<file path="src/logic/fp_format_pkg.sv">
// Only FP32 and FP16 are supported, and the lane layout assumes a 64-bit datapath
package fp_format_pkg;

  // --------------------------------------------------
  // Formats
  // --------------------------------------------------
  typedef enum logic {
    FMT_FP32 = 1'b0,
    FMT_FP16 = 1'b1
  } fp_format_e;

  localparam int unsigned FP32_WIDTH = 32;
  localparam int unsigned FP16_WIDTH = 16;

  // --------------------------------------------------
  // Datapath and lanes
  // --------------------------------------------------
  localparam int unsigned DATA_WIDTH = 64;
  localparam int unsigned NUM_LANES  = 4;  // Lane count of the narrowest format
  localparam int unsigned LANE_WIDTH = 32; // One slot is as wide as the widest format

  typedef logic [DATA_WIDTH-1:0] data_t;
  typedef logic [LANE_WIDTH-1:0] lane_data_t;
  typedef logic [NUM_LANES-1:0]  lane_mask_t;

  // Canonical quiet NaNs: positive sign, exponent all ones, only the quiet bit set
  localparam logic [FP32_WIDTH-1:0] CANON_NAN_FP32 = 32'h7fc0_0000;
  localparam logic [FP16_WIDTH-1:0] CANON_NAN_FP16 = 16'h7e00;

endpackage

</file>
<file path="src/logic/slice_ctrl_pkg.sv">
// Aux layout is {format, vectorial, operation}; only the invalid status flag is ever raised
package slice_ctrl_pkg;

  // --------------------------------------------------
  // Operations
  // --------------------------------------------------
  typedef enum logic [1:0] {
    OP_MOVE  = 2'd0, // Plain move with NaN canonicalization
    OP_CPKAB = 2'd1, // Cast-and-pack into the lower pair
    OP_CPKCD = 2'd2  // Cast-and-pack into the upper pair
  } operation_e;

  // --------------------------------------------------
  // Status flags
  // --------------------------------------------------
  // Order is NV, DZ, OF, UF, NX from top to bottom
  typedef logic [4:0] status_t;

  localparam int unsigned STATUS_NV = 4;

  // --------------------------------------------------
  // Side information
  // --------------------------------------------------
  // Bit 3 is the format, bit 2 the vectorial flag, bits 1:0 the operation
  typedef logic [3:0] aux_t;

  // Register stages between input and output
  localparam int unsigned NUM_PIPE_REGS = 2;

endpackage

</file>
<file path="src/logic/lane_bus_if.sv">
// All lanes share one valid/ready pair, so a transfer always moves every lane together
`timescale 1ns/1ps

interface lane_bus_if;

  logic valid;
  logic ready; // Travels backwards
  fp_format_pkg::lane_data_t [fp_format_pkg::NUM_LANES-1:0] lane_data;
  logic [fp_format_pkg::NUM_LANES-1:0] lane_nv;   // Invalid flag per lane
  fp_format_pkg::lane_mask_t           lane_mask; // Active and unmasked lanes
  slice_ctrl_pkg::aux_t                aux;
  fp_format_pkg::data_t                target;    // Preloaded destination for CPK

  // Producing side of a stage boundary
  modport src (
    output valid, lane_data, lane_nv, lane_mask, aux, target,
    input  ready
  );

  // Consuming side of a stage boundary
  modport dst (
    input  valid, lane_data, lane_nv, lane_mask, aux, target,
    output ready
  );

endinterface

</file>
<file path="src/logic/lane_pipe.sv">
// Depth is fixed by NUM_PIPE_REGS; a flush drops every item in flight at the next edge
`timescale 1ns/1ps

module lane_pipe (
  input  logic    clk_i,
  input  logic    rst_i,
  input  logic    flush_i,
  output logic    busy_o,
  lane_bus_if.dst in_bus,
  lane_bus_if.src out_bus
);

  localparam int unsigned DEPTH = slice_ctrl_pkg::NUM_PIPE_REGS;

  // Index i holds the item after i register stages
  logic                                                     valid_q  [0:DEPTH];
  fp_format_pkg::lane_data_t [fp_format_pkg::NUM_LANES-1:0] data_q   [0:DEPTH];
  logic [fp_format_pkg::NUM_LANES-1:0]                      nv_q     [0:DEPTH];
  fp_format_pkg::lane_mask_t                                mask_q   [0:DEPTH];
  slice_ctrl_pkg::aux_t                                     aux_q    [0:DEPTH];
  fp_format_pkg::data_t                                     target_q [0:DEPTH];
  logic [0:DEPTH]                                           ready;

  assign valid_q[0]  = in_bus.valid;
  assign data_q[0]   = in_bus.lane_data;
  assign nv_q[0]     = in_bus.lane_nv;
  assign mask_q[0]   = in_bus.lane_mask;
  assign aux_q[0]    = in_bus.aux;
  assign target_q[0] = in_bus.target;

  for (genvar i = 0; i < DEPTH; i++) begin : gen_stages
    logic reg_ena;

    // Advance when the next stage moves on or only holds a bubble
    assign ready[i] = ready[i+1] | ~valid_q[i+1];
    assign reg_ena  = ready[i] & valid_q[i];

    always_ff @(posedge clk_i) begin
      if (rst_i || flush_i) begin
        valid_q[i+1] <= 1'b0;
      end else if (ready[i]) begin
        valid_q[i+1] <= valid_q[i];
      end
    end

    always_ff @(posedge clk_i) begin
      if (reg_ena) begin // Payload only loads with a real item
        data_q[i+1]   <= data_q[i];
        nv_q[i+1]     <= nv_q[i];
        mask_q[i+1]   <= mask_q[i];
        aux_q[i+1]    <= aux_q[i];
        target_q[i+1] <= target_q[i];
      end
    end
  end

  assign ready[DEPTH] = out_bus.ready;
  assign in_bus.ready = ready[0];

  assign out_bus.valid     = valid_q[DEPTH];
  assign out_bus.lane_data = data_q[DEPTH];
  assign out_bus.lane_nv   = nv_q[DEPTH];
  assign out_bus.lane_mask = mask_q[DEPTH];
  assign out_bus.aux       = aux_q[DEPTH];
  assign out_bus.target    = target_q[DEPTH];

  always_comb begin
    busy_o = 1'b0;
    for (int i = 1; i <= DEPTH; i++) begin
      busy_o = busy_o | valid_q[i];
    end
  end

endmodule

</file>
<file path="src/flat_wrapper.sv">
// flat-port wrapper written by rule: the top's interface ports become plain ports
module lane_pipe_flat 
  (clk_i, rst_i, flush_i, busy_o, in_bus_valid, in_bus_lane_data, in_bus_lane_nv, in_bus_lane_mask, in_bus_aux, in_bus_target, in_bus_ready, out_bus_valid, out_bus_lane_data, out_bus_lane_nv, out_bus_lane_mask, out_bus_aux, out_bus_target, out_bus_ready);
  lane_bus_if in_bus_i ();
  lane_bus_if out_bus_i ();
  input  logic clk_i;
  input  logic rst_i;
  input  logic flush_i;
  output logic busy_o;
  input wire logic [$bits(in_bus_i.valid)-1:0] in_bus_valid;
  input wire logic [$bits(in_bus_i.lane_data)-1:0] in_bus_lane_data;
  input wire logic [$bits(in_bus_i.lane_nv)-1:0] in_bus_lane_nv;
  input wire logic [$bits(in_bus_i.lane_mask)-1:0] in_bus_lane_mask;
  input wire logic [$bits(in_bus_i.aux)-1:0] in_bus_aux;
  input wire logic [$bits(in_bus_i.target)-1:0] in_bus_target;
  output wire logic [$bits(in_bus_i.ready)-1:0] in_bus_ready;
  output wire logic [$bits(out_bus_i.valid)-1:0] out_bus_valid;
  output wire logic [$bits(out_bus_i.lane_data)-1:0] out_bus_lane_data;
  output wire logic [$bits(out_bus_i.lane_nv)-1:0] out_bus_lane_nv;
  output wire logic [$bits(out_bus_i.lane_mask)-1:0] out_bus_lane_mask;
  output wire logic [$bits(out_bus_i.aux)-1:0] out_bus_aux;
  output wire logic [$bits(out_bus_i.target)-1:0] out_bus_target;
  input wire logic [$bits(out_bus_i.ready)-1:0] out_bus_ready;
  assign in_bus_i.valid = in_bus_valid;
  assign in_bus_i.lane_data = in_bus_lane_data;
  assign in_bus_i.lane_nv = in_bus_lane_nv;
  assign in_bus_i.lane_mask = in_bus_lane_mask;
  assign in_bus_i.aux = in_bus_aux;
  assign in_bus_i.target = in_bus_target;
  assign in_bus_ready = in_bus_i.ready;
  assign out_bus_valid = out_bus_i.valid;
  assign out_bus_lane_data = out_bus_i.lane_data;
  assign out_bus_lane_nv = out_bus_i.lane_nv;
  assign out_bus_lane_mask = out_bus_i.lane_mask;
  assign out_bus_aux = out_bus_i.aux;
  assign out_bus_target = out_bus_i.target;
  assign out_bus_i.ready = out_bus_ready;
  lane_pipe u_core (.clk_i(clk_i), .rst_i(rst_i), .flush_i(flush_i), .busy_o(busy_o), .in_bus(in_bus_i), .out_bus(out_bus_i));
endmodule
</file>
<file path="config.mk">
export PLATFORM = sky130hd
export DESIGN_NAME = lane_pipe_flat
export DESIGN_NICKNAME = d
export VERILOG_FILES = /design/src/logic/fp_format_pkg.sv /design/src/logic/slice_ctrl_pkg.sv /design/src/logic/lane_bus_if.sv /design/src/logic/lane_pipe.sv /design/src/flat_wrapper.sv
export SDC_FILE = /design/constraint.sdc
export NUM_CORES = 1
export LEC_CHECK = 0
export BUFFER_PORTS_ARGS = -buffer_cell sky130_fd_sc_hd__buf_2
export CAP_MARGIN = 20
export CELL_PAD_IN_SITES_DETAIL_PLACEMENT = 1
export CELL_PAD_IN_SITES_GLOBAL_PLACEMENT = 2
export CORE_ASPECT_RATIO = 2
export CORE_MARGIN = 5
export CORE_UTILIZATION = 37
export DETAILED_ROUTE_END_ITERATION = 10
export HOLD_SLACK_MARGIN = 0.08
export MAX_ROUTING_LAYER = met4
export PLACE_DENSITY = 0.85
export SYNTH_ARGS = -nofsm -noshare
export SYNTH_HDL_FRONTEND = slang
export SYNTH_SLANG_ARGS = --single-unit
</file>
<file path="constraint.sdc">
create_clock -name clk_i -period 8.61 [get_ports clk_i]
set_clock_uncertainty 0.15 [all_clocks]
set_input_delay 2.583 -clock clk_i [delete_from_list [all_inputs] [get_ports clk_i]]
set_output_delay 2.583 -clock clk_i [all_outputs]
set_load 0.01 [all_outputs]
</file>
==> flow_summary_export.csv <==
group,metric,value,unit
cts,cts_resized,0,
yosys,netlist_area,13900,sq um
global_route,grt_pass1_vias,6421,
layout,mostFrequentLayoutCell,"buf_2",
floorplan,initial_core_util,37.4,%
placement,dpl.cell_count,1296,
yosys,synth_mux_area_share,0,%
cts,h-tree-depth,2,
floorplan,die_area,41800,sq um
floorplan,fp.coreArea,37200,sq um
yosys,ys_seq_area_share,88.4,%
global_route,grt_max_degree,129,
layout,area_delta_synth_final,17.4,%
placement,routabilityCongestion,0.813,
power_and_ir_drop,sw_frac_of_total,20.0,%
drt,drt-initial-drc-count,229,
timing,worst_slew_pin_slew,988,ps
drt,route.detailed.wl_per_inst,21.8,microns
yosys,syn_avg_cell_area,22.3,sq um
yosys,synth-compound-area-share,0.144,%
drt,number_of_drc_violations_after_detailed_routing,0,
layout,postLayoutCellArea,16300,sq um
setup_path,cp_max_fo,3,
yosys,dominant_combinational_cell_family_by_area_after_synthesis,"buffers and inverters",
yosys,netlist-cell-type-count,11,
layout,post_layout_nonfiller_instances,1369,
yosys,synthesized_area_fraction_occupied_by_xor_and_xnor_cells,0,%
yosys,simple_gate_share_of_the_synthesized_area,0.333,%
power_and_ir_drop,switchingPower,0.000816,W
hold_path,type_of_the_most_critical_hold_path,"reg -> reg",
cts,tritoncts.num_buffers,37,
drt,detailroute.via_count,5783,
timing,max-slew-margin-rel,34.1,%
drt,detail_route.first_pass.iterations,4,
layout,final_nets,1086,
drt,route.antenna.remaining_nets,0,
global_route,grt_remaining_overflow,0,
layout,multi_input_comb_area,70.1,sq um
power_and_ir_drop,power.share.sequential,56.7,%
cts,ctsRootBufferMaster,"clkbuf_16",
power_and_ir_drop,peakVddDrop,186,uV
power_and_ir_drop,static-leakage-power,6.20,nW
setup_path,setup.reg_to_reg.worst_slack,6010,ps
floorplan,boundaryPins,416,
timing,fin_ws,2850,ps
placement,dpl.hpwl,22100,microns
cts,cts_tree,"yes",
cts,post_cts_setup_bufs,0,
layout,layout.area.seq,12300,sq um
yosys,synth_warnings,0,
power_and_ir_drop,clockPowerShare,40.1,%
power_and_ir_drop,power.density,251,nW/um^2
cts,clk-insertion-delay-late,530,ps
setup_path,crit_path_start_kind,"primary input",
outcome,run_status,"completed",
global_route,grt.total_usage,14.2,%
timing,setup_violations,0,
floorplan,fp_rows,100,
timing,period_minus_slack,5760,ps
timing,grt_setup_unrepaired,"false",
placement,buffers_on_ports,415,
setup_path,critPathArrivalTime,3020,ps
timing,max_freq,0.174,GHz
layout,final_core_density,43.9,%
cts,cts.reportedPaths.clkPinSlew,70,ps
layout,filler_cell_count,3548,
yosys,synthAdderAreaFrac,0,%
layout,final_cell_mix,"buf_2 (415), edfxtp_1 (408), clkbuf_16 (37)",
global_route,grt_first_pass_wirelength,41900,microns
global_route,antenna_found_initial,5,
setup_path,critical_path_required,5880,ps
timing,final-max-slew-violation-count,0,
drt,routed_via_density,4.22,
layout,post_route_cells_drive_above_1_share,53.1,%
floorplan,fp.dieW,147,microns
run,max_cap_violations,0,
yosys,synth_fp_nets,832,
yosys,synthesis.instances,623,
floorplan,die-height,284,microns
timing,post_route_fraction_of_the_period_consumed_by_the_critical_path,66.9,%
cts,cts.hold.buffers_added,0,
timing,setup_tns,0,ps
timing,finalHoldViolations,0,
placement,dpl_worst_slack,2850,ps
setup_path,worstSetupPathType,"in -> out",
cts,cts_max_path_buffers,3,
placement,place_area,15100,sq um
setup_path,endpoint_kind,"output port",
drt,drt_wl_total,29800,microns
cts,numClockSinks,410,
yosys,ys_ff_latch,410,
power_and_ir_drop,cellInternalPower,0.00327,W
power_and_ir_drop,power.combinational.fraction,3.3,%
==> layout make-up <==
cell class                      count  share of cell area (%)
Clock buffer                       41                    5.77
Inverter                            2                  0.0460
Antenna cell                        5                  0.0767
Sequential cell                   410                    75.4
Timing Repair Buffer              419                    13.1
Tap cell                          459                    3.52
Multi-Input combinational cell      7                   0.430
Clock inverter                     26                    1.67
==> per-layer routing <==
layer	vias to the layer above	share of wire [%]	global-route usage (%)
li1	2628	-	-
met1	2836	34	14.1
met2	261	55	25.2
met3	58	7.1	3.99
met4	0	3.8	6.88
met5	-	0	-
==> Yosys cell counts (all sizes together) <==
cell type	n	area share, %
edfxtp	408	88
buf	204	11
a211oi	2	0.14
and2	2	0.099
dfxtp	2	0.29
inv	2	0.054
nand2b	1	0.045
nand3b	1	0.14
or2	1	0.045
==> cell families after synthesis <==
kind of cell	after synthesis
buffers and inverters	206
flip-flops	410
AO/OA/AOI/OAI	2
AND/OR/NAND/NOR	5
==> power by group through the flow <==
stage                     Combinational [W]  Sequential, W  Clock (W)
final                              0.000133        0.00232    0.00164
after global routing               0.000144        0.00232    0.00178
after CTS                          0.000136        0.00232    0.00170
after detailed placement           0.000136        0.00236          0
after global placement             0.000130        0.00235          0
after floorplan                   0.0000739        0.00236          0
==> critical path, stage by stage <==
cell and delay [ps]:
buf_2 120, nand3b_4 170, buf_2 150
==> path summary, 6_finish.rpt <==
| check | startpoint | cells after the start | to |
|---|---|---|---|
| max | out_bus_ready | 3 | in_bus_ready |
| min | u_core.data_q[191] | 0 | u_core.out_bus.lane_data[63] |
| max reg2reg | u_core.out_bus.valid | 3 | u_core.target_q[82] |
| min reg2reg | u_core.data_q[191] | 0 | u_core.out_bus.lane_data[63] |
==> per-stage QoR <==
stage	hold WS [ps]	power (W)
2_1_floorplan	250	0.00243
3_3_place_gp	250	0.00248
3_5_place_dp	256	0.00250
4_1_cts	268	0.00415
5_1_grt	266	0.00425
6_report	265	0.00409
==> registers in the layout, indices dropped and copies added (netlist names), 64 cells and up <==
signal                    count
u_core.target_q              64
u_core.data_q               128
u_core.out_bus.lane_data    128
u_core.out_bus.target        64
No activity file was read; power rests on OpenSTA's default activity.
